`config.mk`:
```
export PLATFORM = sky130hd
export DESIGN_NAME = lkup_queue
export DESIGN_NICKNAME = d
export VERILOG_FILES = /design/src/hawk_pgrd_pkg.sv /design/src/lkup_queue.sv
export SDC_FILE = /design/constraint.sdc
export NUM_CORES = 1
export LEC_CHECK = 0
export ABC_CLOCK_PERIOD_IN_PS = 3500
export BUFFER_PORTS_ARGS = -buffer_cell sky130_fd_sc_hd__buf_2
export CORE_MARGIN = 10
export CORE_UTILIZATION = 55
export DETAILED_ROUTE_END_ITERATION = 8
export PLACE_DENSITY = 0.77
export SETUP_SLACK_MARGIN = 0.1
export SLEW_MARGIN = 20
export SYNTH_ARGS = -nofsm -noshare
export SYNTH_HDL_FRONTEND = slang
export SYNTH_SLANG_ARGS = --single-unit
```
`constraint.sdc`:
```
create_clock -name clk_i -period 3.5 [get_ports clk_i]
set_clock_uncertainty 0.05 [all_clocks]
set_input_delay 0.525 -clock clk_i [delete_from_list [all_inputs] [get_ports clk_i]]
set_output_delay 0.525 -clock clk_i [all_outputs]
set_load 0.01 [all_outputs]
```
`src/hawk_pgrd_pkg.sv`:
```
// ~~~~~~~~~~~~~~~~~~~~~~~~~~~~~~~~~~~~~~~~~~~~~~~~~~~~~~~~~~~~~~~~~~~~
// shared sizes, enums and packet structs for the page read side
// imported by every block of the page read path
// ~~~~~~~~~~~~~~~~~~~~~~~~~~~~~~~~~~~~~~~~~~~~~~~~~~~~~~~~~~~~~~~~~~~~
package hawk_pgrd_pkg;

  // host page numbers and managed window
  localparam int unsigned HPPA_W = 12;
  localparam logic [HPPA_W-1:0] HPPA_BASE = 12'h200; // first managed page
  localparam int unsigned ATT_ENTRIES = 16;
  localparam int unsigned ATT_ID_W = 4;

  // physical ways and free list
  localparam int unsigned WAY_W = 8;
  localparam int unsigned FREE_WAYS = 8;
  localparam logic [WAY_W-1:0] FREE_BASE_WAY = 8'h40; // way in free entry 0
  localparam int unsigned FREE_PTR_W = 4;   // one wider, so head can reach FREE_WAYS
  localparam int unsigned FREE_IDX_W = 3;   // index into free way array

  // request queue
  localparam int unsigned QUEUE_DEPTH = 4;
  localparam int unsigned QPTR_W = 2;
  localparam int unsigned QCNT_W = 3;       // holds 0..QUEUE_DEPTH

  typedef enum logic [1:0] {
    STS_DALLOC = 2'd0, // no way behind the entry
    STS_UNCOMP = 2'd1,
    STS_INCOMP = 2'd2  // incompressible, still a plain way
  } att_sts_e;

  typedef struct packed {
    att_sts_e         sts;
    logic [WAY_W-1:0] way;
  } att_entry_t; // 10 bits

  typedef enum logic {
    SEL_ATT  = 1'b0,
    SEL_FREE = 1'b1
  } tbl_sel_e;

  typedef struct packed {
    logic [HPPA_W-1:0] hppa;
  } lkup_req_t;

  typedef struct packed {
    logic [HPPA_W-1:0]   hppa;
    logic [ATT_ID_W-1:0] att_id;
    logic                in_window;
  } pgrd_req_t;

  typedef struct packed {
    tbl_sel_e            sel;
    logic [ATT_ID_W-1:0] att_id; // ignored for free list reads
  } tbl_rd_req_t;

  typedef struct packed {
    logic [ATT_ID_W-1:0] att_id;
    att_entry_t          entry;
  } tbl_wr_t;

  typedef enum logic [1:0] {
    RESP_HIT    = 2'd0,
    RESP_ALLOC  = 2'd1,
    RESP_NOFREE = 2'd2,
    RESP_RANGE  = 2'd3
  } resp_kind_e;

  typedef struct packed {
    logic [HPPA_W-1:0] hppa;
    resp_kind_e        kind;
    logic [WAY_W-1:0]  way;
  } trnsl_resp_t;

  typedef enum logic [2:0] {
    IDLE, RD_ATT, WAIT_ATT, CHK_ATT, POP_FREE, WAIT_FREE, TBL_UPDATE, RESPOND
  } pgrd_state_e;

endpackage
```
`src/lkup_queue.sv`:
```
// ~~~~~~~~~~~~~~~~~~~~~~~~~~~~~~~~~~~~~~~~~~~~~~~~~~~~~~~~~~~~~~~~~~~~
// in-order request FIFO between the lookup front end and the
// page read manager, valid/ready on both sides
// ~~~~~~~~~~~~~~~~~~~~~~~~~~~~~~~~~~~~~~~~~~~~~~~~~~~~~~~~~~~~~~~~~~~~
`timescale 1ns/1ps

module lkup_queue (
  input  logic                      clk_i,
  input  logic                      rst_ni,
  input  hawk_pgrd_pkg::pgrd_req_t  q_in,
  input  logic                      q_in_valid,
  output logic                      q_in_ready,
  output hawk_pgrd_pkg::pgrd_req_t  q_out,
  output logic                      q_out_valid,
  input  logic                      q_out_ready
);
  import hawk_pgrd_pkg::*;

  pgrd_req_t         mem [QUEUE_DEPTH];
  logic [QPTR_W-1:0] wr_ptr;
  logic [QPTR_W-1:0] rd_ptr;
  logic [QCNT_W-1:0] count;
  logic              full;
  logic              push;
  logic              pop;

  assign full        = count == QCNT_W'(QUEUE_DEPTH);
  assign q_out_valid = count != '0;
  assign q_out       = mem[rd_ptr];   // head entry, shows one cycle after write

  // a pop in the same cycle frees the slot for a push
  assign q_in_ready = ~full | q_out_ready;
  assign push       = q_in_valid & q_in_ready;
  assign pop        = q_out_valid & q_out_ready;

  always_ff @(posedge clk_i or negedge rst_ni) begin
    if (!rst_ni) begin
      wr_ptr <= '0;
      rd_ptr <= '0;
      count  <= '0;
    end else begin
      if (push) wr_ptr <= wr_ptr + 1'b1; // depth is a power of two, wraps itself
      if (pop)  rd_ptr <= rd_ptr + 1'b1;
      case ({push, pop})
        2'b10:   count <= count + 1'b1;
        2'b01:   count <= count - 1'b1;
        default: count <= count;      // none or both
      endcase
    end
  end

  // storage
  always_ff @(posedge clk_i) begin
    if (push) mem[wr_ptr] <= q_in;
  end

endmodule

```
After elaboration in Yosys (flattened, before gate mapping) --
Memory sizes are Yosys's and may differ from the RTL's. Index checks and enable logic that the tools add are counted. Widths: inputs -> output; s select.
Storage, ports and cells: register bits 7, output and inout bits 19, memories 1, bits in writable memories 68
Memories:
- mem | depth 4, width 17, rd ports 1, clocked after memory_dff 0, wr ports 1, RTL line lkup_queue.sv:19 | pgrd_req_t mem [QUEUE_DEPTH];
Cells by class: eq/ne operators 3, reductions and logical operators 2, bitwise gates (word level) 4, $add $sub $neg 4, multiplexer cells 3
Operator list (count):
- $pmux 3 s2 | 1
- $add 2x1->2 const B | 2
- $add 3x1->3 const B | 1
- $eq 3x3->1 const B | 1
- $reduce_bool 3->1 | 1
- $sub 3x1->3 const B | 1
- $and 1x1->1 | 2
- $eq 2x1->1 const B | 1
- $eq 2x2->1 const B | 1
- $mux 1 | 2
- $reduce_bool 2->1 | 1
- $not 1->1 | 1
- $or 1x1->1 | 1

Depth between registers and ports, before layout --
depth in word-level cells 6, mapped depth 10

Worst setup path before layout --
No wires, ideal clock.
path kind input to register, start input q_out_ready, end register count[2], arrival 2.370 ns, path slack 1.001 ns, stages on the path 10, path through or4b_1 > clkbuf_2 > and2_4 > inv_1 > ha_1 > inv_1 > fa_1 > xor2_1 > nor2_1 > xor2_1
On the way: longest elaborated chain between the ends 4
RTL lines:
- start, declared | RTL line lkup_queue.sv:15 | input logic q_out_ready
- $or 1x1->1 * | RTL line lkup_queue.sv:32 | assign q_in_ready = ~full | q_out_ready;
- named net q_in_ready | RTL line lkup_queue.sv:12 | output logic q_in_ready,
- $and 1x1->1 * | RTL line lkup_queue.sv:33 | assign push = q_in_valid & q_in_ready;
- $eq 2x1->1 / $eq 2x2->1 (equally long branches) | RTL line lkup_queue.sv:44 | case ({push, pop})
- $pmux 3 s2 / $reduce_bool 2->1 (equally long branches)
- end signal, assigned | RTL line lkup_queue.sv:45 | 2'b10: count <= count + 1'b1;
- end signal, assigned | RTL line lkup_queue.sv:46 | 2'b01: count <= count - 1'b1;
- end signal, assigned | RTL line lkup_queue.sv:47 | default: count <= count;
- end, declared | RTL line lkup_queue.sv:22 | logic [QCNT_W-1:0] count;
Mark *: on every way through the listed nets, which the timed path passes. The rest lies on a longest branch. A chain may end at the register's enable or synchronous reset.

==> run summary <==
The cell family contributing the most delay on the critical path is flip-flops. Data on the critical path is required at its endpoint by 2920 ps. The die is 92.5 µm tall. The maximum number of buffers from clock root to sink came out at 2.

In this design, the stage delay of the slowest critical-path cell is 600 ps. The final critical delay including setup and external delays is 2550 ps. The placer congestion estimate came out at 0.700. The peak clock frequency supported by timing is 393 MHz. The final max-slew violation count is 0.

The average size of a mapped cell came out at 22.4 µm². After the last flow step, the layout net total stands at 203. Wires add up to 4860 µm. The worst-case vdd ir drop came out at 389 µV. The area of the core region came out at 5110 µm². The portion of synthesized cell area occupied by the leading cell type came out at 70.7%. The count of buffers from port buffering came out at 39.

The total of flip-flops plus latches after synthesis is 75. The power per cell area is 826 nW/µm². The diode insertion count for antenna repair came out at 0. The post-route netlist has 44.8% of its cells at a drive strength greater than 1. Across the run, the number of max-cap violations was 0. Yosys attributes the largest share of cell area to edfxtp_1 71%, mux4_2 13%, dfrtp_1 6.1%, ha_1 2.2%, and3_2 1.0%. The first-pass GRT wire length is 7780 µm.

The startpoint class of the critical path is a flop. The filler cell count in the final layout is 347. The signal on the critical path passes through buf_4 > mux4_2 > buf_2. After detailed routing, the number of remaining DRC violations is 0. Setup repair after global routing left no endpoint under its margin.

The final setup TNS is 0 ps. STA classifies the critical path endpoint as an output pin. The worst setup path is of the flop to output pin kind. The half-perimeter wire length after detailed placement came out at 3360 µm. The count of distinct cell types in the synthesized netlist came out at 23. The pin slew with the least headroom to its limit is 788 ps. The setup violation total in the final timing report is 0. The number of global-route vias before repair came out at 1523. The leakage component of the power is 1.22 nW. The cell sitting at the root of the clock tree is a clkbuf_8.

The H-tree level count came out at 3. The number of search-and-repair iterations in the first detailed-routing pass is 4. The total clock sinks is 75. The arrival time at the worst endpoint came out at 1970 ps. The total number of yosys warnings came out at 0. The area added between synthesis and finish is 17.0%.

Once the floorplan was initialized, standard cells occupied 56.5% of the core. TritonCTS built the clock tree. The area of the die came out at 8550 µm².

The library cell used most frequently in the layout, excluding fill and tap cells, is edfxtp_1. The clock transition at the register clock pins on the worst setup and hold paths after CTS is 80 ps. The number of buffers inserted by post-CTS setup repair is 0. The die span in x came out at 92.5 µm. After detailed routing, the average wire length per cell comes to 19.3 µm.

The flow ran to the end, and the final reports show no timing, DRC or antenna violations. Counting both buffers and inverters, the worst setup path holds a total of 2. The total nets after synthesis came out at 156. The min-delay analysis places its worst path in the category primary input to flop. The number of antenna violations at the first check in global routing came out at 0. After detailed routing, the number of vias per cell comes to 5.37. The total grt overflow came out at 0. Clock latency on the worst-skew pair, taken at its later pin, is 320 ps. The share of the yosys chip area belonging to registers is 76.8%. The worst max-slew margin expressed relative to the limit is 47.5%. Synthesis produced 129 cells. The pin count of the biggest net entering global routing is 19.

The total via count after detailed routing is 1347. Global routing used 12.1% of the available tracks. The count of cells in the finished layout, fillers not included, comes to 251.

The clock buffer count from CTS is 9. The number of DRC violations after detailed-routing iteration 0 came out at 60. The post-route antenna net violation count is 0. Leaving out fill and tap cells, the most frequent cells in the layout are 68 x edfxtp_1, 39 x buf_2, 17 x mux4_2.

The hold violation count in the final report came to 0. The netlist area before placement came out at 2890 µm². The number of placement rows is 26. The biggest area contributor in the post-synthesis netlist is edfxtp_1. The highest net fanout along the worst path came out at 12. Among all stages on the critical path, the largest delay is contributed by dfrtp_1. Of the available clock period, the critical path in the final layout requires 72.8%. The number of top-level pins is 40.

The placed instance count is 234.
repair_timing:
| action | CTS | global route |
|---|---|---|
| setup endpoints to repair | 0 | 0 |
| hold buffers | 1 | 0 |
| endpoints found under the hold margin | 7 | 0 |
| gates resized for setup | 0 | 0 |
through the flow:
step | power (mW) | setup slack (ps) | util (%) | hold slack, ps | cell area (µm²)
floorplan | 1.86 | 1000 | - | 179 | 2890
global placement | 2.10 | 893 | 61.7 | 315 | 3150
detailed placement | 2.14 | 771 | 61.7 | 328 | 3150
CTS | 2.84 | 883 | 66.1 | 343 | 3380
global route | 2.94 | 789 | 66.1 | 344 | 3380
finish | 2.79 | 953 | 66.1 | 359 | 3380
area by class of cell:
class | count | area [µm²] | area share [%]
Sequential cell | 75 | 2220 | 65.6
Clock buffer | 9 | 124 | 3.67
Tap cell | 70 | 87.6 | 2.59
Multi-Input combinational cell | 43 | 622 | 18.4
Timing Repair Buffer | 41 | 213 | 6.30
Inverter | 6 | 22.5 | 0.667
Clock inverter | 7 | 92.6 | 2.74
final timing paths:
check | start | cells past startpoint | endpoint | slack (ps)
hold reg to reg | count[2]$_DFFE_PN0P_ | 1 | count[2]$_DFFE_PN0P_ | 470
setup / recovery | rd_ptr[0]$_DFFE_PN0P_ | 3 | q_out[0] | 950
setup reg to reg | count[0]$_DFFE_PN0P_ | 9 | count[2]$_DFFE_PN0P_ | 960
hold / removal | q_in[2] | 1 | mem[1][2]$_DFFE_PP_ | 360
min in group asynchronous | rst_ni | 2 | rd_ptr[1]$_DFFE_PN0P_ | 510
max in group asynchronous | rst_ni | 2 | wr_ptr[0]$_DFFE_PN0P_ | 2730
sequential cells by signal, summed over array words and instances, names as in the netlist:
| signal | flops |
|---|---|
| count | 3 |
| rd_ptr | 2 |
| wr_ptr | 2 |
| mem | 68 |
worst register-to-register path: stages (launching register included):
cell,delay (ps)
dfrtp_1,430
or4b_1,650
and2_4,230
inv_1,50
ha_1,190
inv_1,70
fa_1,380
xor2_1,160
nor2_1,110
xor2_1,150
power breakdown:
group / total [mW] / internal, mW / switching (mW)
Clock: 0.694 / 0.399 / 0.296
Combinational: 0.782 / 0.397 / 0.385
Sequential: 1.32 / 1.19 / 0.127
Total: 2.79 / 1.98 / 0.808
cell families after synthesis:
family	after synthesis	synth area share, %
fa+ha+maj	6	2.86
mux	17	13.3
simple gates	11	2.51
flops	75	76.8
buf+inv	11	1.69
compound gates	3	0.823
xor+xnor	6	2.08
metal layers:
metal	share of wire, %	GRT usage, %	vias to the layer above
li1	-	-	614
met1	38	12.1	687
met2	55	21.8	40
met3	6.0	3.47	6
met4	1.6	6.94	0
met5	0	0	-
synthesized netlist by cell type, drive strengths merged:
| master | number |
|---|---|
| o21ai | 2 |
| dfrtp | 7 |
| xnor2 | 3 |
| o31a | 1 |
| or4b | 1 |
| nor2 | 1 |
| and2 | 1 |
| xor2 | 3 |
| inv | 6 |
| nand3 | 1 |
| clkbuf | 2 |
| fa | 1 |
| nand2 | 2 |
| or3 | 1 |
| buf | 3 |
| and3 | 4 |
| ha | 5 |
| mux4 | 17 |
| edfxtp | 68 |
Power figures use the tool's default switching activity.
