**config.mk**
```make
export PLATFORM = sky130hd
export DESIGN_NAME = pgrd_mngr
export DESIGN_NICKNAME = d
export VERILOG_FILES = /design/src/hawk_pgrd_pkg.sv /design/src/pgrd_mngr.sv
export SDC_FILE = /design/constraint.sdc
export NUM_CORES = 1
export LEC_CHECK = 0
export ABC_AREA = 1
export BUFFER_PORTS_ARGS = -buffer_cell sky130_fd_sc_hd__buf_2
export CAP_MARGIN = 5
export CORE_MARGIN = 2
export CORE_UTILIZATION = 50
export CTS_BUF_LIST = sky130_fd_sc_hd__clkbuf_8
export CTS_CLUSTER_DIAMETER = 30
export DETAILED_ROUTE_END_ITERATION = 6
export HOLD_SLACK_MARGIN = 0.08
export PLACE_DENSITY = 0.85
export SYNTH_ARGS = -nofsm -noshare
export SYNTH_HDL_FRONTEND = slang
export SYNTH_SLANG_ARGS = --single-unit
export TNS_END_PERCENT = 50
```
**constraint.sdc**
```tcl
create_clock -name clk_i -period 3.8 [get_ports clk_i]
set_input_delay 0.19 -clock clk_i [delete_from_list [all_inputs] [get_ports clk_i]]
set_output_delay 0.19 -clock clk_i [all_outputs]
set_load 0.005 [all_outputs]
```
**src/hawk_pgrd_pkg.sv**
```systemverilog
// ~~~~~~~~~~~~~~~~~~~~~~~~~~~~~~~~~~~~~~~~~~~~~~~~~~~~~~~~~~~~~~~~~~~~
// shared sizes, enums and packet structs for the page read side
// imported by every block of the page read path
// ~~~~~~~~~~~~~~~~~~~~~~~~~~~~~~~~~~~~~~~~~~~~~~~~~~~~~~~~~~~~~~~~~~~~
package hawk_pgrd_pkg;

  // host page numbers and managed window
  localparam int unsigned HPPA_W = 12;
  localparam logic [HPPA_W-1:0] HPPA_BASE = 12'h200; // first managed page
  localparam int unsigned ATT_ENTRIES = 16;
  localparam int unsigned ATT_ID_W = 4;

  // physical ways and free list
  localparam int unsigned WAY_W = 8;
  localparam int unsigned FREE_WAYS = 8;
  localparam logic [WAY_W-1:0] FREE_BASE_WAY = 8'h40; // way in free entry 0
  localparam int unsigned FREE_PTR_W = 4;   // one wider, so head can reach FREE_WAYS
  localparam int unsigned FREE_IDX_W = 3;   // index into free way array

  // request queue
  localparam int unsigned QUEUE_DEPTH = 4;
  localparam int unsigned QPTR_W = 2;
  localparam int unsigned QCNT_W = 3;       // holds 0..QUEUE_DEPTH

  typedef enum logic [1:0] {
    STS_DALLOC = 2'd0, // no way behind the entry
    STS_UNCOMP = 2'd1,
    STS_INCOMP = 2'd2  // incompressible, still a plain way
  } att_sts_e;

  typedef struct packed {
    att_sts_e         sts;
    logic [WAY_W-1:0] way;
  } att_entry_t; // 10 bits

  typedef enum logic {
    SEL_ATT  = 1'b0,
    SEL_FREE = 1'b1
  } tbl_sel_e;

  typedef struct packed {
    logic [HPPA_W-1:0] hppa;
  } lkup_req_t;

  typedef struct packed {
    logic [HPPA_W-1:0]   hppa;
    logic [ATT_ID_W-1:0] att_id;
    logic                in_window;
  } pgrd_req_t;

  typedef struct packed {
    tbl_sel_e            sel;
    logic [ATT_ID_W-1:0] att_id; // ignored for free list reads
  } tbl_rd_req_t;

  typedef struct packed {
    logic [ATT_ID_W-1:0] att_id;
    att_entry_t          entry;
  } tbl_wr_t;

  typedef enum logic [1:0] {
    RESP_HIT    = 2'd0,
    RESP_ALLOC  = 2'd1,
    RESP_NOFREE = 2'd2,
    RESP_RANGE  = 2'd3
  } resp_kind_e;

  typedef struct packed {
    logic [HPPA_W-1:0] hppa;
    resp_kind_e        kind;
    logic [WAY_W-1:0]  way;
  } trnsl_resp_t;

  typedef enum logic [2:0] {
    IDLE, RD_ATT, WAIT_ATT, CHK_ATT, POP_FREE, WAIT_FREE, TBL_UPDATE, RESPOND
  } pgrd_state_e;

endpackage
```
**src/pgrd_mngr.sv**
```systemverilog
// ~~~~~~~~~~~~~~~~~~~~~~~~~~~~~~~~~~~~~~~~~~~~~~~~~~~~~~~~~~~~~~~~~~~~
// page read manager FSM: reads the ATT entry, pops a free way for a
// deallocated page, updates the table and returns the response
// ~~~~~~~~~~~~~~~~~~~~~~~~~~~~~~~~~~~~~~~~~~~~~~~~~~~~~~~~~~~~~~~~~~~~
`timescale 1ns/1ps

module pgrd_mngr (
  input  logic                        clk_i,
  input  logic                        rst_ni,
  // request queue
  input  hawk_pgrd_pkg::pgrd_req_t    q_out,
  input  logic                        q_out_valid,
  output logic                        q_out_ready,
  // table read port
  output hawk_pgrd_pkg::tbl_rd_req_t  tbl_rd,
  output logic                        tbl_rd_valid,
  input  hawk_pgrd_pkg::att_entry_t   tbl_rd_data,
  input  logic                        free_empty,
  // table write port
  output hawk_pgrd_pkg::tbl_wr_t      tbl_wr,
  output logic                        tbl_wr_valid,
  // host response
  output hawk_pgrd_pkg::trnsl_resp_t  resp,
  output logic                        resp_valid,
  input  logic                        resp_ready
);
  import hawk_pgrd_pkg::*;

  pgrd_state_e         state_q;
  pgrd_state_e         state_d;
  logic [ATT_ID_W-1:0] att_id_q;   // entry under service
  att_entry_t          att_q;      // entry as read from the ATT
  trnsl_resp_t         resp_q;
  trnsl_resp_t         resp_d;
  logic                req_take;

  assign q_out_ready = state_q == IDLE; // one request at a time
  assign req_take    = q_out_valid & q_out_ready;

  // next state and response build-up
  always_comb begin
    state_d = state_q;
    resp_d  = resp_q;
    case (state_q)
      IDLE: begin
        if (q_out_valid) begin
          resp_d.hppa = q_out.hppa;
          resp_d.way  = '0;
          if (q_out.in_window) begin
            state_d = RD_ATT;
          end else begin
            resp_d.kind = RESP_RANGE; // outside window, no table access
            state_d     = RESPOND;
          end
        end
      end
      RD_ATT:   state_d = WAIT_ATT;   // read issued this cycle
      WAIT_ATT: state_d = CHK_ATT;    // data lands, captured in att_q
      CHK_ATT: begin
        if (att_q.sts == STS_UNCOMP || att_q.sts == STS_INCOMP) begin
          resp_d.kind = RESP_HIT;
          resp_d.way  = att_q.way;
          state_d     = RESPOND;
        end else if (!free_empty) begin
          state_d = POP_FREE;         // deallocated, grab a way
        end else begin
          resp_d.kind = RESP_NOFREE;  // nothing left, table untouched
          state_d     = RESPOND;
        end
      end
      POP_FREE: state_d = WAIT_FREE;
      WAIT_FREE: begin
        resp_d.way = tbl_rd_data.way; // only way is valid on a free read
        state_d    = TBL_UPDATE;
      end
      TBL_UPDATE: begin
        resp_d.kind = RESP_ALLOC;
        state_d     = RESPOND;
      end
      RESPOND: begin
        if (resp_ready) state_d = IDLE;
      end
      default: state_d = IDLE;
    endcase
  end

  always_ff @(posedge clk_i or negedge rst_ni) begin
    if (!rst_ni) begin
      state_q <= IDLE;
    end else begin
      state_q <= state_d;
    end
  end

  // payload regs
  always_ff @(posedge clk_i) begin
    resp_q <= resp_d;
    if (req_take) att_id_q <= q_out.att_id;
    if (state_q == WAIT_ATT) att_q <= tbl_rd_data;
  end

  // table read, ATT first then free list head
  assign tbl_rd_valid  = (state_q == RD_ATT) | (state_q == POP_FREE);
  assign tbl_rd.sel    = (state_q == POP_FREE) ? SEL_FREE : SEL_ATT;
  assign tbl_rd.att_id = att_id_q;

  // new entry points at the popped way
  assign tbl_wr_valid    = state_q == TBL_UPDATE;
  assign tbl_wr.att_id   = att_id_q;
  assign tbl_wr.entry.sts = STS_UNCOMP;
  assign tbl_wr.entry.way = resp_q.way;

  assign resp_valid = state_q == RESPOND;
  assign resp       = resp_q;

endmodule

```
-- Yosys cells after proc, flatten, opt, wreduce, memory -nomap -nowiden
Cells that the tools add are included.
- bits in registers: 39
- output and inout bits: 45
- muxes and demuxes: 14
- bitwise gates (word level): 2
- equality and inequality tests: 14
- reduce and logical (&&, ||, !) cells: 8
- operators with widths (operator ; number):
    case mux 3 bit (8 select lines) ; 1
    case mux 8 bit (3 select lines) ; 1
    == test 3 bit (second input constant) ; 4
    2-to-1 mux 3 bit ; 4
    2-to-1 mux 10 bit ; 1
    2-to-1 mux 2 bit ; 4
    2-to-1 mux 8 bit ; 1
    == test 3 x 2 -> 1 bit (second input constant) ; 2
    inequality test 2 bit (second input constant) ; 3
    case mux 2 bit (3 select lines) ; 1
    nonzero test 3 bit ; 2
    AND reduction 2 bit ; 2
    AND reduction 4 bit ; 1
    == test 3 x 1 -> 1 bit (second input constant) ; 1
    zero test 3 bit ; 1
    inequality test 3 bit (second input constant) ; 1
    AND reduction 3 bit ; 1
    == test 2 x 1 -> 1 bit (second input constant) ; 1
    == test 2 bit (second input constant) ; 1
    inequality test 2 x 1 -> 1 bit (second input constant) ; 1
    AND 1 bit ; 1
    logical OR 1 bit ; 1
    2-to-1 mux 1 bit ; 1
    bitwise OR 1 bit ; 1

-- Depth between registers and ports, before layout
Gate-level depths: netlist of run 1.
- depth in word-level cells: 4
- depth in mapped cells: 8

-- Worst setup path before layout of run 1
Ideal clock, no wire load.
- path type: register -> register
- start point: register state_q[1]
- end point: register att_id_q[0] (enable)
- cell stages (with the launch flop): 4
- arrival time: 1.480 ns
- clock period less this slack: 1.868 ns
- buffers on the path: 0
- slack: 1.932 ns
- cells stage by stage: dfrtp_1 -> nor2_1 -> nand2_1 -> nor2_1
- word-level cells in the longest chain between the ends: 2
- RTL lines (item ; RTL line ; RTL):
    start, declared ; pgrd_mngr.sv:29 ; pgrd_state_e state_q;
    start signal, assigned ; pgrd_mngr.sv:91 ; state_q <= state_d;
    zero test 3 bit ; pgrd_mngr.sv:37 ; assign q_out_ready = state_q == IDLE;
    AND 1 bit ; pgrd_mngr.sv:38 ; assign req_take = q_out_valid & q_out_ready;
    via req_take ; pgrd_mngr.sv:35 ; logic req_take;
    end signal, assigned ; pgrd_mngr.sv:98 ; if (req_take) att_id_q <= q_out.att_id;
    end, declared ; pgrd_mngr.sv:31 ; logic [ATT_ID_W-1:0] att_id_q;
The timed path passes the listed nets, and every way through them passes these cells.
A chain may end at the register's enable or synchronous reset.

-- Worst setup path in the final report of run 1
- start point: register state_q[0]
- end point: register resp_q (netlist bit resp[12]) (enable)
- word-level cells in the longest chain between the ends: 2
- RTL lines (item ; RTL line ; RTL):
    zero test 3 bit ; pgrd_mngr.sv:44 ; case (state_q)
    AND reduction 2 bit (no source line) ; - ;
    end signal, assigned ; pgrd_mngr.sv:97 ; resp_q <= resp_d;
    end, declared ; pgrd_mngr.sv:33 ; trnsl_resp_t resp_q;
Every way passes these cells.

==> results of run 1 <==
==> power by group <==
group | internal [W] | switching, W | leakage [nW]
Clock | 0.000260 | 0.000131 | 0.0695
Sequential | 0.000640 | 0.0000617 | 0.366
Combinational | 0.000218 | 0.000307 | 0.604
Total | 0.00112 | 0.000500 | 1.04
==> per-layer routing <==
metal | up-vias | GRT usage, % | part of all wire [%]
met5 | - | 0 | 0
met4 | 0 | 11.49 | 1.9
met3 | 6 | 4.622 | 6.1
met2 | 54 | 31.91 | 54
met1 | 567 | 20.79 | 38
li1 | 565 | - | -
==> final cells by class <==
| type | count | area, µm² |
|---|---|---|
| clock buffers | 5 | 68.82 |
| multi-input cells | 49 | 295.3 |
| inverters | 16 | 60.06 |
| clock inverters | 3 | 63.81 |
| well taps | 44 | 55.05 |
| repair buffers | 94 | 568.0 |
| flip-flops and latches | 39 | 1156 |
| fillers | 206 | 810.8 |
==> cell usage after synthesis <==
cell       n  area, µm²
o211ai_1   1      7.510
a22o_1     8      70.07
a31oi_1    1      6.260
edfxtp_1  36       1081
nor3_1     1      5.000
conb_1     2      7.510
inv_2      3      11.26
nand3_1    2      10.01
nand2_2    2      12.51
nand3_2    2      20.02
o21ai_0    2      10.01
nor2_1     7      26.28
inv_1     13      48.80
nor3_2     1      10.01
nor2_2     3      18.77
nand2_1   12      45.04
nand3b_1   1      7.510
a21oi_1    1      5.000
o21bai_1   1      7.510
buf_2      1      5.000
nand4_1    1      6.260
nor2_8     1      20.02
dfrtp_1    3      75.07
buf_4     14      105.1
buf_6      1      11.26
==> repair_timing <==
item / 4_1_cts / 5_1_grt
hold endpoints to repair: 20 / 1
hold buffers: 18 / 1
setup endpoints to repair: 0 / 0
==> worst max-delay path, cell delays in order, from the launching register on <==
cell and delay, ns:
dfrtp_1 0.45, nor2_1 0.26, nand2_1 0.16, nor2_1 0.96
==> final timing paths <==
kind                              end  slack (ns)  depth (start not counted)
min in group asynchronous  state_q[2]        0.24                          2
hold reg to reg               resp[7]        0.56                          1
setup / recovery             resp[12]        1.58                          3
setup reg to reg             resp[12]        1.58                          3
hold / removal               att_q[6]         0.1                          1
max in group asynchronous  state_q[0]        3.46                          2
==> sequential cells by signal, indices dropped and copies added, names as in the netlist <==
register,cells
resp,22
att_id_q,4
state_q,3
att_q,10
==> per-stage QoR <==
step	setup WS, ns	power, W	instances
final	1.583	0.001618	250
after global routing	1.386	0.001718	250
after global placement	1.749	0.001197	223
after CTS	1.608	0.001632	249
after detailed placement	1.632	0.001222	223
after floorplan	1.932	0.001079	120
==> cell families (layout without fill, tap and decap cells) <==
kind of cell | after synthesis | count (layout)
buffers and inverters | 32 | 118
and+or+nand+nor | 33 | 33
AOI/OAI and AO/OA | 14 | 14
other | 2 | 2
DFF | 39 | 39
==> out/results.txt, run 1 <==
Syn Nets = 152
synthesized cell area = 0.001633 mm²
Avg Inst Size Synth = 13.61 µm²
Final Critical Period = 2.217 ns
number of max-cap violations = 0
Placed Area = 0.001944 mm²
Iteration-0 DRC Markers = 27
worst skew pair latency = 0.28 ns
max-slew violation count = 0
Leak = 1.040 nW
CTS tree = built
Hold Path Class = input pin to register
Inserted Diodes = 0
Reg clk slew, reported paths = 0.07 ns
Final Hold Viols = 0
first-pass GRT wire length = 4747 µm
Worst EP arrival = 2.11 ns
crit path from = state_q[0]
drt first pass iters = 4
outcome = finished clean
Die Y = 61.15 µm
Clock Tree Root = clkbuf_8
pin count of the biggest net entering global routing = 17
Netlist cell types = 25
share of cells above drive strength 1 = 45.63%
largest family of logic cells by synthesized area = buffers and inverters
max_slew headroom = 16.43%
GRT Total Usage = 18.63%
I/O pin count = 77
register area share after synthesis = 70.80%
post-route design area = 0.002267 mm²
RSZ-0062 raised after global routing = no
Via Count = 1192
H-tree levels = 2
Post-Route Skew = 0.004592 ns
final setup fails = 0
Cells after Synth = 120
Starting Density = 53.05%
Synthesis Warnings = 0
CP startpoint kind = register
Worst Path Max Fanout = 16
grt ovf = 0
simple-gate area share of the yosys netlist = 11.11%
final layout net count = 237
most frequent cells in the layout = buf_2 (74), edfxtp_1 (36), dlygate4sd3_1 (19), inv_1 (14), nand2_1 (12)
Seq cells post-synth = 39
site row count = 20
wire per inst = 13.60 µm
Hold Crit Start = tbl_rd_data[6]
CTS buffer count = 5
vias in the first global route = 1077
Least-Margin Pin Slew = 1.249 ns
WP data required = 3.69 ns
post-cts resize count = 0
Synth Area in Adders = 0%
Die Area = 0.003739 mm²
mux cell area share after synthesis = 0%
CTS Sinks = 39
Via density = 4.768
Longest Clk Path Bufs = 2
Final ANT Viol Nets = 0
# DRC = 0
initial antenna violation count = 0
Core Util, Final = 73.66%
Final Hold Slack = 0.09653 ns
Worst setup EP type = register
reg2reg start = state_q[0]
Post-CTS Setup Repair Bufs = 0
Worst VDD drop = 0.0004913 V
Detail Placement HPWL = 2285 µm
XOR/XNOR Fraction of Synth Area = 0%
max frequency = 451.1 MHz
most common cell after layout, fill and taps aside = buf_2
Core Area = 0.003078 mm²
RD Place Congestion = 0.8996
Final period util = 58.34%
Synth Area in Compound Gates = 6.513%
P&R area growth vs syn = 38.85%
Detailed Route WL = 3401 µm
Total Neg Setup Slack = 0 ns
chip width = 61.15 µm
PwrDens = 713.5 mW/mm²
Crit Path Class = register to register
input/output buffers = 74
Power figures use the tool's default switching activity.
==> run 2: changes to the inputs <==
- CORE_UTILIZATION: 50 -> 47
- PLACE_DENSITY: 0.85 -> 0.81
- clock period: 3.8 -> 2.06 ns (I/O delays scaled with it)
==> run 2 against run 1 <==
  * Sequential share of layout area fell by 1.6 points
  * Routed wire length increased by 2.9%
  * Combinational power grew 90%
  * Via count is 0.50% higher
  * Largest power group unchanged
  * Clock power up 54%
  * Clock-buffer cell count unchanged
  * Global-route usage grew 0.49 points
  * Fmax increased by 30%
  * Power is 80% higher
==> out/results.txt, run 2 (synthesis results as in run 1) <==
Crit Path Class = register to register
Worst setup EP type = register
Detail Placement HPWL = 2406 µm (+5.3%)
Detailed Route WL = 3498 µm (+2.9%)
P_int = 0.001962 W (+76%)
Total Neg Setup Slack = 0 ns (unchanged)
most common cell after layout, fill and taps aside = buf_2
wire per inst = 13.35 µm (-1.9%)
Iteration-0 DRC Markers = 46 (+70%)
Reg clk slew, reported paths = 0.07 ns (about the same)
CP startpoint kind = register
Die Area = 0.003961 mm² (+6.0%)
Leak = 1.070 nW (+2.9%)
Sw Pwr = 0.0009466 W (+89%)
P&R area growth vs syn = 43.29%
Worst Path Max Fanout = 8 (-8)
WP depth = 5 (+2)
Final Critical Period = 1.704 ns (-0.5129 ns)
Hold Path Class = input pin to async pin
GRT Total Usage = 19.13% (+0.49 points)
pin count of the biggest net entering global routing = 17 (unchanged)
initial antenna violation count = 0 (unchanged)
drt first pass iters = 4 (unchanged)
FILL cells = 237 (+15%)
RSZ-0062 raised after global routing = no
Die Y = 62.94 µm (+2.9%)
first-pass GRT wire length = 5630 µm (+19%)
number of max-cap violations = 0 (unchanged)
CP cell instances = nor2_1, nand2_1, inv_1, nor3_2, nor2_2
I/O pin count = 77 (unchanged)
Starting Density = 48.93% (-4.1 points)
outcome = finished clean
RD Place Congestion = 0.8633 (-4.0%)
chip width = 62.94 µm (+2.9%)
sequential power share = 44.8% (+1.4 points)
Worst EP arrival = 1.65 ns (-0.46 ns)
Longest Clk Path Bufs = 2 (unchanged)
share of cells above drive strength 1 = 44.44% (-1.2 points)
Worst VDD drop = 0.0007617 V (+55%)
Via Count = 1198 (+0.50%)
DP Worst Slack = 0.3656 ns (-1.266 ns)
Final period util = 82.72% (+24 points)
Final Hold Viols = 0 (unchanged)
WP data required = 2.00 ns (-1.69 ns)
Via density = 4.573 (-4.1%)
CTS Sinks = 39 (unchanged)
Buf/Inv on CP = 1 (+1)
H-tree levels = 2 (unchanged)
max reg flops = 22 (unchanged)
vias in the first global route = 1220 (+13%)
final worst setup slack = 0.3559 ns (-1.227 ns)
Gate power share = 34.4% (+1.9 points)
Inserted Diodes = 0 (unchanged)
CTS tree = built
Clock Tree Root = clkbuf_8
Final Hold Slack = 0.1380 ns (+0.04144 ns)
input/output buffers = 74 (unchanged)
Core Util, Final = 70.12% (-3.5 points)
site row count = 21 (+5.0%)
most frequent cells in the layout = buf_2 (74), edfxtp_1 (36), dlygate4sd3_1 (27), inv_1 (13), nand2_1 (12)
max-slew violation count = 0 (unchanged)
# DRC = 0 (unchanged)
Largest stage delay, worst path = 0.45 ns (-0.51 ns)
Post-Route Skew = 0.007453 ns (+0.002861 ns)
Sw Share = 32.55% (+1.6 points)
final setup fails = 0 (unchanged)
worst skew pair latency = 0.28 ns (about the same)
critical path's slowest cell = dfrtp_1
Worst Reg-to-Reg Cells = 5 (+2)
PwrDens = 1243 mW/mm² (+74%)
Final ANT Viol Nets = 0 (unchanged)
power share of the clock group = 20.8% (-3.4 points)
grt ovf = 0 (unchanged)
max frequency = 586.8 MHz (+30%)
delay-heaviest family, CP = simple AND/OR/NAND/NOR gates
Core Area = 0.003337 mm² (+8.4%)
CTS buffer count = 5 (unchanged)
final layout net count = 247 (+4.2%)
post-cts resize count = 0 (unchanged)
-- run 2: changes by cell type in the layout (fill, tap and decap cells not counted) --
cell           before  now
dlygate4sd3_1      19   27
bufinv_16           2    1
buf_4               1    3
inv_1              14   13
clkinv_2            0    1
clkinv_1            0    1
-- run 2: timing repair --
action,in CTS,in global routing
hold buffers,27,0
setup endpoints to repair,0,0
hold endpoints to repair,29,0
setup buffers,0,0
-- run 2: power groups by stage --
stage	combinational, W	sequential (W)	clock, W
6_report	0.00100	0.00130	0.000604
5_1_grt	0.00112	0.00133	0.000637
4_1_cts	0.00101	0.00130	0.000618
3_5_place_dp	0.000966	0.00132	0
3_3_place_gp	0.000946	0.00130	0
2_1_floorplan	0.000683	0.00131	0
-- run 2: metal layers --
metal  share of wire [%]  up-vias  track usage [%]
met2                  54       58            34.18
met1                  40      552            21.14
met3                 5.9        4            6.847
li1                    -      584                -
met4                0.77        0            5.833
met5                   0        -                0
-- run 2: stage by stage --
stage          instances  total power, W  cell area [µm²]
2_1_floorplan        120        0.001989             1633
3_3_place_gp         227        0.002248             1962
3_5_place_dp         227        0.002286             1962
4_1_cts              262        0.002928             2340
5_1_grt              262        0.003091             2340
6_report             262        0.002908             2340
-- run 2: path summary, 6_finish.rpt --
path / startpoint / endpoint / slack, ns
worst max register to register: state_q[0] / resp[6] / 0.36
min in group clk_i: resp_ready / state_q[0] / 0.20
max in group asynchronous: rst_ni / state_q[1] / 1.81
worst min register to register: att_q[7] / resp[7] / 0.55
worst max-delay path: state_q[0] / resp[6] / 0.36
worst min-delay path: rst_ni / state_q[2] / 0.14
-- run 2: cell type report --
| class | instances | area [µm²] | share of cell area (%) |
|---|---|---|---|
| Multi-Input combinational cell | 49 | 295.3 | 12.62 |
| Inverter | 16 | 60.06 | 2.567 |
| Clock buffer | 5 | 68.82 | 2.941 |
| Tap cell | 46 | 57.56 | 2.460 |
| Sequential cell | 39 | 1156 | 49.41 |
| Clock inverter | 3 | 38.79 | 1.658 |
| Timing Repair Buffer | 104 | 663.1 | 28.34 |
