**src/hawk_pgrd_pkg.sv**
```systemverilog
// ~~~~~~~~~~~~~~~~~~~~~~~~~~~~~~~~~~~~~~~~~~~~~~~~~~~~~~~~~~~~~~~~~~~~
// shared sizes, enums and packet structs for the page read side
// imported by every block of the page read path
// ~~~~~~~~~~~~~~~~~~~~~~~~~~~~~~~~~~~~~~~~~~~~~~~~~~~~~~~~~~~~~~~~~~~~
package hawk_pgrd_pkg;

  // host page numbers and managed window
  localparam int unsigned HPPA_W = 12;
  localparam logic [HPPA_W-1:0] HPPA_BASE = 12'h200; // first managed page
  localparam int unsigned ATT_ENTRIES = 16;
  localparam int unsigned ATT_ID_W = 4;

  // physical ways and free list
  localparam int unsigned WAY_W = 8;
  localparam int unsigned FREE_WAYS = 8;
  localparam logic [WAY_W-1:0] FREE_BASE_WAY = 8'h40; // way in free entry 0
  localparam int unsigned FREE_PTR_W = 4;   // one wider, so head can reach FREE_WAYS
  localparam int unsigned FREE_IDX_W = 3;   // index into free way array

  // request queue
  localparam int unsigned QUEUE_DEPTH = 4;
  localparam int unsigned QPTR_W = 2;
  localparam int unsigned QCNT_W = 3;       // holds 0..QUEUE_DEPTH

  typedef enum logic [1:0] {
    STS_DALLOC = 2'd0, // no way behind the entry
    STS_UNCOMP = 2'd1,
    STS_INCOMP = 2'd2  // incompressible, still a plain way
  } att_sts_e;

  typedef struct packed {
    att_sts_e         sts;
    logic [WAY_W-1:0] way;
  } att_entry_t; // 10 bits

  typedef enum logic {
    SEL_ATT  = 1'b0,
    SEL_FREE = 1'b1
  } tbl_sel_e;

  typedef struct packed {
    logic [HPPA_W-1:0] hppa;
  } lkup_req_t;

  typedef struct packed {
    logic [HPPA_W-1:0]   hppa;
    logic [ATT_ID_W-1:0] att_id;
    logic                in_window;
  } pgrd_req_t;

  typedef struct packed {
    tbl_sel_e            sel;
    logic [ATT_ID_W-1:0] att_id; // ignored for free list reads
  } tbl_rd_req_t;

  typedef struct packed {
    logic [ATT_ID_W-1:0] att_id;
    att_entry_t          entry;
  } tbl_wr_t;

  typedef enum logic [1:0] {
    RESP_HIT    = 2'd0,
    RESP_ALLOC  = 2'd1,
    RESP_NOFREE = 2'd2,
    RESP_RANGE  = 2'd3
  } resp_kind_e;

  typedef struct packed {
    logic [HPPA_W-1:0] hppa;
    resp_kind_e        kind;
    logic [WAY_W-1:0]  way;
  } trnsl_resp_t;

  typedef enum logic [2:0] {
    IDLE, RD_ATT, WAIT_ATT, CHK_ATT, POP_FREE, WAIT_FREE, TBL_UPDATE, RESPOND
  } pgrd_state_e;

endpackage
```
**src/lkup_front.sv**
```systemverilog
// ~~~~~~~~~~~~~~~~~~~~~~~~~~~~~~~~~~~~~~~~~~~~~~~~~~~~~~~~~~~~~~~~~~~~
// lookup front end, maps a host page number to an ATT entry id
// and registers the request packet toward the request queue
// ~~~~~~~~~~~~~~~~~~~~~~~~~~~~~~~~~~~~~~~~~~~~~~~~~~~~~~~~~~~~~~~~~~~~
`timescale 1ns/1ps

module lkup_front (
  input  logic                      clk_i,
  input  logic                      rst_ni,
  input  hawk_pgrd_pkg::lkup_req_t  lkup,
  input  logic                      lkup_valid,
  output logic                      lkup_ready,
  output hawk_pgrd_pkg::pgrd_req_t  q_in,
  output logic                      q_in_valid,
  input  logic                      q_in_ready
);
  import hawk_pgrd_pkg::*;

  logic [HPPA_W-1:0] hppa_off;  // offset from window base
  pgrd_req_t         req_d;
  logic              take;

  // wraps below the base, so one unsigned compare covers both ends
  assign hppa_off = lkup.hppa - HPPA_BASE;

  always_comb begin
    req_d.hppa      = lkup.hppa;
    req_d.att_id    = hppa_off[ATT_ID_W-1:0];
    req_d.in_window = hppa_off < HPPA_W'(ATT_ENTRIES);
  end

  // slice is free when empty or draining this cycle
  assign lkup_ready = q_in_ready | ~q_in_valid;
  assign take       = lkup_valid & lkup_ready;

  always_ff @(posedge clk_i or negedge rst_ni) begin
    if (!rst_ni) begin
      q_in_valid <= 1'b0;
    end else if (take) begin
      q_in_valid <= 1'b1;
    end else if (q_in_ready) begin
      q_in_valid <= 1'b0; // packet left, nothing new
    end
  end

  always_ff @(posedge clk_i) begin
    if (take) q_in <= req_d;
  end

endmodule

```
**config.mk**
```make
export PLATFORM = sky130hd
export DESIGN_NAME = lkup_front
export DESIGN_NICKNAME = d
export VERILOG_FILES = /design/src/hawk_pgrd_pkg.sv /design/src/lkup_front.sv
export SDC_FILE = /design/constraint.sdc
export NUM_CORES = 1
export LEC_CHECK = 0
export BUFFER_PORTS_ARGS = -buffer_cell sky130_fd_sc_hd__buf_2
export CAP_MARGIN = 25
export CORE_AREA = 2 2 41 43
export DETAILED_ROUTE_END_ITERATION = 7
export DIE_AREA = 0 0 43 45
export PLACE_DENSITY_LB_ADDON = 0.08
export SLEW_MARGIN = 20
export SYNTH_ARGS = -nofsm -noshare
export SYNTH_HDL_FRONTEND = slang
export SYNTH_SLANG_ARGS = --single-unit
export TNS_END_PERCENT = 5
```
**constraint.sdc**
```tcl
create_clock -name clk_i -period 1.5 [get_ports clk_i]
set_input_delay 0 -clock clk_i [delete_from_list [all_inputs] [get_ports clk_i]]
set_output_delay 0 -clock clk_i [all_outputs]
set_load 0.05 [all_outputs]
```
-- Word-level counts from Yosys, hierarchy flattened
Cells that the tools add are included.
- word-level logic and storage cells: 12
- bits in registers: 18
- input port bits: 16
- reductions and logical operators: 1
- mux-type cells: 2
- add/subtract/negate cells: 1
- magnitude comparators: 1
- bitwise gates (word level): 3
- operators by type and width (operator ; number):
    $lt 12x5->1 const B ; 1
    $sub 12x10->12 const B ; 1
    $mux 1 ; 2
    $reduce_bool 2->1 ; 1
    $and 1x1->1 ; 1
    $not 1->1 ; 1
    $or 1x1->1 ; 1

-- Depth between registers and ports, before layout
Gate-level depths: netlist of run 1.
- depth after elaboration: 4
- depth in mapped cells: 4
- mapped depth without buffers: 4

-- Worst setup path before layout of run 1
OpenSTA, ideal clock, no wires.
- kind: register to register
- from: register q_in_valid
- to: register q_in[0] (netlist name) (enable)
- setup time: 0.361 ns
- data required time: 1.139 ns
- path buffers: 0
- arrival: 1.512 ns
- slack: -0.372 ns
- period minus slack after synthesis: 1.872 ns
- stages on the path, launching flop included: 3
- path through: dfrtp_1 nand2b_1 and2_1
- longest elaborated chain between the ends: 3
- ends and longest elaborated chain (what ; line ; RTL):
    from (decl) ; lkup_front.sv:14 ; output logic q_in_valid,
    from (signal assigned) ; lkup_front.sv:38 ; q_in_valid <= 1'b0;
    from (signal assigned) ; lkup_front.sv:40 ; q_in_valid <= 1'b1;
    from (signal assigned) ; lkup_front.sv:42 ; q_in_valid <= 1'b0;
    $not 1->1 ; lkup_front.sv:33 ; assign lkup_ready = q_in_ready | ~q_in_valid;
    $or 1x1->1 ; lkup_front.sv:33 ;
    named net lkup_ready ; lkup_front.sv:12 ; output logic lkup_ready,
    $and 1x1->1 ; lkup_front.sv:34 ; assign take = lkup_valid & lkup_ready;
    named net take ; lkup_front.sv:21 ; logic take;
    to (signal assigned) ; lkup_front.sv:47 ; if (take) q_in <= req_d;
    to (decl) ; lkup_front.sv:13 ; output hawk_pgrd_pkg::pgrd_req_t q_in,
The timed path passes the listed nets, and every way through them passes these cells.
A chain may end at the register's enable or synchronous reset.

-- Worst setup path in the final report of run 1
- from: register q_in_valid
- to: register q_in_valid
- longest elaborated chain between the ends: 4
- elaborated cells on any way between the ends: 5
- classes of those cells: mux: 1; bitwise: 3; reduce/logical: 1
- ends and longest elaborated chain (what ; line):
    $not 1->1 (*) ; lkup_front.sv:33
    $or 1x1->1 (*) ; lkup_front.sv:33
    $and 1x1->1 (*) ; lkup_front.sv:34
    $mux 1 / $reduce_bool 2->1 (equally long branches) ; n/a
Every way passes the cells marked *; elsewhere a longest branch is shown, timed or not.

==> results of run 1 <==
==> stage by stage <==
stage	power, mW	setup slack (ns)
3_3_place_gp	0.637	0.370
6_report	0.874	0.304
2_1_floorplan	0.594	0.0510
3_5_place_dp	0.638	0.345
4_1_cts	0.885	0.304
5_1_grt	0.908	0.258
==> where the power goes <==
group | internal (mW) | total [mW] | switching [mW]
Sequential | 0.452 | 0.458 | 0.00632
Clock | 0.103 | 0.217 | 0.114
Combinational | 0.0659 | 0.199 | 0.133
==> per-layer routing <==
metal  routed length [um]  GRT usage (%)  up-vias
li1                     -              -      196
met5                    0              0        -
met2                  533           19.4       18
met4                   10           9.09        0
met3                   63           2.40        2
met1                  360           9.95      176
==> path summary, 6_finish.rpt <==
kind                            slack [ns]  cells after the start        from    endpoint
max in group asynchronous             1.38                      2      rst_ni  q_in_valid
worst max-delay path                  0.30                      3  q_in_valid  q_in_valid
worst min register to register        0.91                      2  q_in_valid    q_in[14]
min in group clk_i                    0.41                      3  q_in_ready    q_in[14]
worst min-delay path                  0.02                      2      rst_ni  q_in_valid
worst max register to register        0.30                      3  q_in_valid  q_in_valid
==> layout make-up <==
| type | count | area, um^2 | area share [%] |
|---|---|---|---|
| timing repair buffer | 49 | 320 | 37.2 |
| inverter | 2 | 7.51 | 0.871 |
| multi-input combinational | 8 | 71.3 | 8.27 |
| tap | 16 | 20.0 | 2.32 |
| clock buffer | 4 | 26.3 | 3.05 |
| sequential | 14 | 417 | 48.3 |
==> cell families (layout without fill, tap and decap cells) <==
kind of cell,after synthesis,in the layout,share of synthesized area [%]
adders and majority gates,1,1,2.40
and+or+nand+nor,6,6,8.89
buffers and inverters,6,55,7.21
DFF,14,14,79.8
xor gates and xnor gates,1,1,1.68
==> critical path, stage by stage (launching register included) <==
cell,delay [ns]
sky130_fd_sc_hd__dfrtp_2,0.41
sky130_fd_sc_hd__nand2b_2,0.07
sky130_fd_sc_hd__nand2b_1,0.05
sky130_fd_sc_hd__dlygate4sd3_1,0.55
==> repair_timing <==
action / in CTS / in global routing
endpoints found under the setup margin: 0 / 0
hold endpoints to repair: 14 / 0
hold buffers: 15 / 0
==> flip-flops by register name (all words and copies together), names as in the netlist <==
signal	cells
q_in	13
q_in_valid	1
==> placed cells by master (no fill, tap or decap), drive strengths merged, types with 2 or more instances in the layout <==
master       instances
inv                  2
buf                 34
nand2b               2
edfxtp              13
dlygate4sd3         15
clkbuf               4
==> PnR_summary.wiki, run 1 <==
{| class="wikitable"
! Metric !! Value
|-
| Result of the run || finished, final reports clean
|-
| Commonest register cell after synthesis || sky130_fd_sc_hd__edfxtp_1
|-
| DRC || 0
|-
| Headroom to the max-slew limit || 80.7%
|-
| Num CTS Buffers || 3
|-
| Most frequent cell after synthesis || sky130_fd_sc_hd__edfxtp_1
|-
| Worst hold slack || 0.0246 ns
|-
| 1st-pass router iterations || 2
|-
| TritonCTS clock tree || done
|-
| Final core utilization || 58.6%
|-
| Count of final hold-check violations || 0
|-
| Power density normalized to cell area || 1010 mW/mm^2
|-
| Crit start category || flop
|-
| Non-Filler Cell Area, Final || 862 um^2
|-
| Remaining antenna violation count || 0
|-
| Slew Viols, Final || 0
|-
| Area delta synth->final || 65.6%
|-
| RSZ-0062 raised after global routing || false
|-
| Total of max-cap violations || 0
|-
| Largest net degree at the start of global routing || 14
|-
| Die area || 0.00194 mm^2
|-
| Number of unique standard cell types used by synthesis || 11
|-
| Type of the tightest min-delay check || input pin to async pin
|-
| Critical path type || flop to flop
|-
| Starting density of the core || 35.4%
|-
| Share of post-route cells with drive strength above 1 || 53.2%
|-
| Drt via density || 4.22
|-
| FP Rows || 14
|-
| Number of instances in the synthesized netlist || 28
|-
| Most area-consuming cells after synthesis || sky130_fd_sc_hd__edfxtp_1 (75%), sky130_fd_sc_hd__buf_4 (5.8%), sky130_fd_sc_hd__dfrtp_1 (4.8%)
|-
| Fraction of synthesized cell area taken by the top area cell type || 75.0%
|-
| Worst-Skew Late Latency || 0.27 ns
|-
| CTS sink count || 14
|-
| CP Data Required Time || 1.65 ns
|-
| Die Wd || 43 um
|-
| Core footprint || 0.00147 mm^2
|-
| GP Congestion || 0.615
|-
| Cell accounting for the most synthesized area || sky130_fd_sc_hd__edfxtp_1
|-
| VDD IR-drop max || 0.000601 V
|-
| Number of flops mapped to enable cells by yosys || 13
|-
| # resized after CTS || 0
|-
| Count of endpoints failing setup in the final report || 0
|-
| Worst path arrival time || 1.35 ns
|-
| Input/output buffers || 34
|-
| CTS H-Tree Depth || 1
|-
| Total number of vias || 392
|-
| Overflow left after global routing || 0
|-
| Share of async-settable or async-resettable flops after synthesis || 7.14%
|-
| Instance area after placement || 686 um^2
|-
| Nets in the synthesized netlist || 45
|-
| Crit. End Element || flop
|-
| Yosys warns || 0
|-
| Number of top-level pins || 35
|-
| Worst Skew || 0.00630 ns
|-
| Number of antenna violations at the first check in global routing || 0
|-
| Synthesized flop and latch total || 14
|-
| Number of cells in the design after placement || 74
|-
| Slew of the pin with the lowest slew margin || 0.289 ns
|-
| Period utilisation layout || 79.7%
|-
| Via count of the first global-routing pass || 349
|-
| Die Height || 45 um
|-
| Area of the mapped netlist || 520 um^2
|-
| Sequential element share of the synthesized area || 79.8%
|-
| Top cells by count, synth || sky130_fd_sc_hd__edfxtp_1 (13), sky130_fd_sc_hd__buf_4 (4), sky130_fd_sc_hd__inv_1 (2), sky130_fd_sc_hd__nand2b_1 (2)
|-
| Number of buffers on the longest clock path || 2
|-
| Wire length of the first global-routing pass || 1410 um
|-
| # nets final || 95
|-
| Leakage power summed over all cells || 0.381 nW
|-
| Average routed wire per standard cell || 10.4 um
|-
| Crit Path Max Fanout || 3
|-
| Fillcell total || 134
|-
| Final non-filler cell total || 93
|-
| Sum Neg Setup Slack || 0 ns
|-
| Cell chosen for the clock root || sky130_fd_sc_hd__clkbuf_4
|-
| Min Clock Period, post-route || 1.20 ns
|-
| Post-CTS setup-driven buffer insertion count || 0
|-
| Avg Synthesized Cell Area || 18.6 um^2
|-
| All-Layer GR Usage || 10.6%
|-
| Highest clock frequency the design can meet || 836 MHz
|-
| Total wirelength of the detailed-routed design || 967 um
|-
| First-iteration detailed-routing DRC count || 1
|-
| Number of inserted diodes || 0
|-
| Worst-path clk slew || 0.08 ns
|}
Note: power is estimated with default switching activity, not from simulation.
==> inputs of run 2 (changes only) <==
Settings changed: CORE_AREA 2 2 41 43 to 2 2 42 44, DIE_AREA 0 0 43 45 to 0 0 44 46.
Clock period 1.5 ns to 1.05 ns, I/O delays scaled along.
==> PnR_summary.wiki, run 2 (synthesis gave the netlist of run 1 again) <==
{| class="wikitable"
! Metric !! Value
|-
| Period utilisation layout || 96.2%
|-
| Setup slack of the worst register-to-register path || 0.05 ns
|-
| Min Clock Period, post-route || 1.01 ns
|-
| Die Wd || 44 um
|-
| Critical path type || flop to output port
|-
| Type of the tightest min-delay check || input pin to async pin
|-
| Crit Path Max Fanout || 4
|-
| CP Data Required Time || 1.05 ns
|-
| All-Layer GR Usage || 9.96%
|-
| Cells on worst reg2reg path || 2
|-
| Final non-filler cell total || 95
|-
| # nets final || 96
|-
| Total number of vias || 402
|-
| Fillcell total || 149
|-
| Number of top-level pins || 35
|-
| Startpoint of the lowest-slack register-to-register path || q_in_valid
|-
| TritonCTS clock tree || done
|-
| Drt via density || 4.23
|-
| Reg2Reg Capture Point || q_in[14]
|-
| Average routed wire per standard cell || 10.5 um
|-
| Starting density of the core || 32.2%
|-
| Input/output buffers || 34
|-
| Core footprint || 0.00161 mm^2
|-
| Commonest non-fill, non-tap cell in the layout || sky130_fd_sc_hd__buf_2
|-
| FP Rows || 15
|-
| Sequential standard cell area || 417 um^2
|-
| Via count of the first global-routing pass || 364
|-
| Non-Filler Cell Area, Final || 891 um^2
|-
| Commonest cells after routing, fill and taps aside || sky130_fd_sc_hd__buf_2 (33), sky130_fd_sc_hd__dlygate4sd3_1 (15), sky130_fd_sc_hd__edfxtp_1 (13)
|-
| Number of buffers on the longest clock path || 2
|-
| Die Height || 46 um
|-
| Worst path arrival time || 1.01 ns
|-
| Worst-Skew Late Latency || 0.27 ns
|-
| Crit path largest cell delay || 0.43 ns
|-
| Slew Viols, Final || 0
|-
| End of the critical path || lkup_ready
|-
| Result of the run || finished, final reports clean
|-
| DRC || 0
|-
| Source of the critical timing path || q_in_valid
|-
| First-iteration detailed-routing DRC count || 4
|-
| Num CTS Buffers || 3
|-
| CTS H-Tree Depth || 1
|-
| Slew of the pin with the lowest slew margin || 0.251 ns
|-
| Instance area after placement || 693 um^2
|-
| Worst Skew || 0.00605 ns
|-
| Number of cells in the design after placement || 75
|-
| Total Power Consumption || 1.32 mW
|-
| Cell chosen for the clock root || sky130_fd_sc_hd__clkbuf_4
|-
| VDD IR-drop max || 0.000746 V
|-
| Leading registers by flop count || q_in x13, q_in_valid x1
|-
| Die area || 0.00202 mm^2
|-
| Number of flip-flops in the largest register || 13
|-
| Number of inserted diodes || 0
|-
| GP Congestion || 0.601
|-
| Headroom to the max-slew limit || 83.4%
|-
| Count of endpoints failing setup in the final report || 0
|-
| Largest net degree at the start of global routing || 14
|-
| Leakage power summed over all cells || 0.401 nW
|-
| Largest Register || q_in
|-
| Remaining antenna violation count || 0
|-
| Total of max-cap violations || 0
|-
| Share of post-route cells with drive strength above 1 || 55.1%
|-
| Worst Slack Setup Final || 0.0404 ns
|-
| Pre-CTS setup slack || 0.0116 ns
|-
| Worst-path clk slew || 0.08 ns
|-
| Overflow left after global routing || 0
|-
| Total area of multi-input combinational cells || 86.3 um^2
|-
| Wire length of the first global-routing pass || 1370 um
|-
| Power density normalized to cell area || 1480 mW/mm^2
|-
| RSZ-0062 raised after global routing || false
|-
| Number of antenna violations at the first check in global routing || 0
|-
| Highest clock frequency the design can meet || 990 MHz
|-
| Crit start category || flop
|-
| Critical path, cell by cell || nand2b_4 > clkbuf_4
|-
| Count of final hold-check violations || 0
|-
| Area delta synth->final || 71.2%
|-
| 1st-pass router iterations || 2
|-
| CTS sink count || 14
|-
| Cell type of the slowest stage on the worst timing path || sky130_fd_sc_hd__dfrtp_2
|-
| Total wirelength of the detailed-routed design || 999 um
|-
| Crit. End Element || output port
|}
[run 2: cell types whose count changed in the layout (fill, tap and decap cells not counted), sizes merged]
cell    change
and2        +1
buf         -1
clkbuf      +1
[run 2: report_power, final]
part / total (mW) / switching, mW / internal (mW)
Combinational: 0.294 / 0.193 / 0.101
Clock: 0.373 / 0.163 / 0.211
Sequential: 0.654 / 0.00924 / 0.645
[run 2: worst min-delay path by stage]
stage / to / slack (ns) / depth (start not counted)
after global routing: q_in_valid / 0.03 / 2
after CTS: q_in_valid / 0.006 / 2
final: q_in_valid / 0.03 / 2
after global placement: q_in_valid / -0.22 / 1
after floorplan: q_in_valid / -0.30 / 0
after detailed placement: q_in_valid / -0.22 / 1
[run 2: timing repair]
action / CTS / global route
hold endpoints to repair: 14 / 0
hold buffers: 15 / 0
gates cloned: 0 / 1
pin swaps: 1 / 1
setup endpoints to repair: 6 / 14
resized for setup: 0 / 2
buffers inserted: 0 / 0
[run 2: final cells by class]
type                       instances  share of cell area [%]
tap                               17                    2.39
multi-input combinational          9                    9.69
sequential                        14                    46.8
inverter                           2                   0.843
timing repair buffer              49                    36.2
clock buffer                       4                    4.07
[run 2: critical path: cells and delay by family (launching register included)]
family / cells / cell delay [ns]
AND/OR/NAND/NOR: 1 / 0.09
buffers and inverters: 1 / 0.23
flip-flops: 1 / 0.43
[run 2: stage by stage]
step                      util, %  hold WS, ns  TNS [ns]
after floorplan                 -       -0.296     -2.95
after detailed placement     42.9       -0.224         0
after CTS                    54.5      0.00569   -0.0134
after global placement       42.9       -0.224         0
after global routing         55.2       0.0341         0
final                        55.2       0.0266         0
[run 2: routing by layer]
metal | global-route usage [%] | vias up | wire length, um
met5 | 0 | - | 0
met4 | 7.27 | 0 | 6
met3 | 2.38 | 2 | 86
met2 | 17.9 | 21 | 540
met1 | 9.92 | 181 | 366
li1 | - | 198 | -
==> inputs of run 3 (changes only) <==
Settings changed: CORE_AREA 2 2 42 44 to 2 2 41 43, CTS_BUF_LIST set to sky130_fd_sc_hd__clkbuf_4 sky130_fd_sc_hd__clkbuf_8, DIE_AREA 0 0 44 46 to 0 0 43 45.
==> PnR_summary.wiki, run 3 (synthesis gave the netlist of run 1 again) <==
{| class="wikitable"
! Metric !! Value
|-
| Worst path arrival time || 1.03 ns
|-
| Count of endpoints failing setup in the final report || 0
|-
| Post-CTS setup-driven buffer insertion count || 0
|-
| VDD IR-drop max || 0.000827 V
|-
| Worst-path clk slew || 0.08 ns
|-
| Num CTS Buffers || 3
|-
| Min Clock Period, post-route || 1.05 ns
|-
| Sequential standard cell area || 417 um^2
|-
| Wire length of the first global-routing pass || 1600 um
|-
| Worst-Skew Late Latency || 0.28 ns
|-
| TritonCTS clock tree || done
|-
| Commonest cells after routing, fill and taps aside || sky130_fd_sc_hd__buf_2 (34), sky130_fd_sc_hd__dlygate4sd3_1 (15), sky130_fd_sc_hd__edfxtp_1 (13)
|-
| Average routed wire per standard cell || 11.7 um
|-
| Overflow left after global routing || 0
|-
| Largest net degree at the start of global routing || 14
|-
| Starting density of the core || 35.4%
|-
| Critical path type || flop to flop
|-
| Slew Viols, Final || 0
|-
| Die area || 0.00194 mm^2
|-
| Commonest non-fill, non-tap cell in the layout || sky130_fd_sc_hd__buf_2
|-
| Number of flip-flops in the largest register || 13
|-
| Result of the run || finished, final reports clean
|-
| Worst hold slack || 0.00943 ns
|-
| DRC || 0
|-
| Crit. End Element || flop
|-
| FP Rows || 14
|-
| CP Data Required Time || 1.03 ns
|-
| Number of buffers on the longest clock path || 2
|-
| Area delta synth->final || 70.4%
|-
| Number of antenna violations at the first check in global routing || 0
|-
| Number of top-level pins || 35
|-
| Core footprint || 0.00147 mm^2
|-
| Type of the tightest min-delay check || input pin to async pin
|-
| CTS sink count || 14
|-
| RSZ-0062 raised after global routing || true
|-
| Die Height || 45 um
|-
| Total of max-cap violations || 0
|-
| Total number of vias || 413
|-
| CTS H-Tree Depth || 1
|-
| # nets final || 95
|-
| Crit start category || flop
|-
| Final non-filler cell total || 93
|-
| Worst Skew || 0.00436 ns
|-
| Non-Filler Cell Area, Final || 887 um^2
|-
| Largest Register || q_in
|-
| Fillcell total || 126
|-
| Via count of the first global-routing pass || 391
|-
| Slew of the pin with the lowest slew margin || 0.249 ns
|-
| Instance area after placement || 692 um^2
|-
| Count of final hold-check violations || 0
|-
| Period utilisation layout || 99.5%
|-
| Leakage power summed over all cells || 0.400 nW
|-
| Headroom to the max-slew limit || 83.5%
|-
| GP Congestion || 0.574
|-
| Power density normalized to cell area || 1500 mW/mm^2
|-
| Highest clock frequency the design can meet || 957 MHz
|-
| Leading registers by flop count || q_in x13, q_in_valid x1
|-
| Total area of multi-input combinational cells || 86.3 um^2
|-
| All-Layer GR Usage || 12.3%
|-
| Number of inserted diodes || 0
|-
| Die Wd || 43 um
|-
| Total wirelength of the detailed-routed design || 1090 um
|-
| 1st-pass router iterations || 3
|-
| Input/output buffers || 34
|-
| First-iteration detailed-routing DRC count || 4
|-
| Cell chosen for the clock root || sky130_fd_sc_hd__clkbuf_4
|-
| Drt via density || 4.44
|-
| Crit Path Max Fanout || 13
|-
| Remaining antenna violation count || 0
|-
| Number of cells in the design after placement || 74
|-
| Share of post-route cells with drive strength above 1 || 54.5%
|}
## run 3: worst paths after layout
path | startpoint | to | slack (ns) | cells after the start
setup reg to reg | q_in_valid | q_in[15] | 0.005 | 2
max in group asynchronous | rst_ni | q_in_valid | 0.95 | 2
setup / recovery | q_in_valid | q_in[15] | 0.005 | 2
min in group clk_i | lkup[10] | q_in[0] | 0.25 | 4
hold reg to reg | q_in_valid | q_in_valid | 0.53 | 2
hold / removal | rst_ni | q_in_valid | 0.009 | 2
## run 3: per-layer routing
metal | GRT usage (%) | routed length (um)
met1 | 10.5 | 368
met2 | 24.8 | 607
met3 | 2.40 | 82
met4 | 9.09 | 27
met5 | 0 | 0
## run 3: through the flow
stage / TNS [ns] / util [%] / setup slack, ns / power, mW
floorplan: -2.95 / - / -0.227 / 0.852
global placement: 0 / 47.0 / 0.0177 / 0.914
detailed placement: 0 / 47.0 / 0.00656 / 0.917
CTS: -0.0303 / 59.7 / -0.00520 / 1.34
global route: -0.424 / 60.3 / -0.0330 / 1.39
finish: 0 / 60.3 / 0.00483 / 1.33
## run 3: repair_timing
item,in CTS,in global routing
gates cloned,0,0
hold buffers,15,0
gates resized for setup,0,1
pin swaps,1,1
hold endpoints to repair,14,0
setup endpoints to repair,13,15
## run 3: critical path, stage by stage (launching register included)
cell and delay [ns]:
sky130_fd_sc_hd__dfrtp_2 0.42, sky130_fd_sc_hd__nand2b_4 0.07, sky130_fd_sc_hd__and2_4 0.24
## run 3: layout make-up
class	instances	area share, %
Clock buffer	4	4.09
Inverter	2	0.846
Multi-Input combinational cell	8	9.73
Sequential cell	14	47.0
Tap cell	16	2.26
Timing Repair Buffer	49	36.1
## run 3: report_power, final
group / switching (mW) / internal, mW
registers: 0.00997 / 0.645
logic: 0.195 / 0.0986
clock network: 0.172 / 0.211
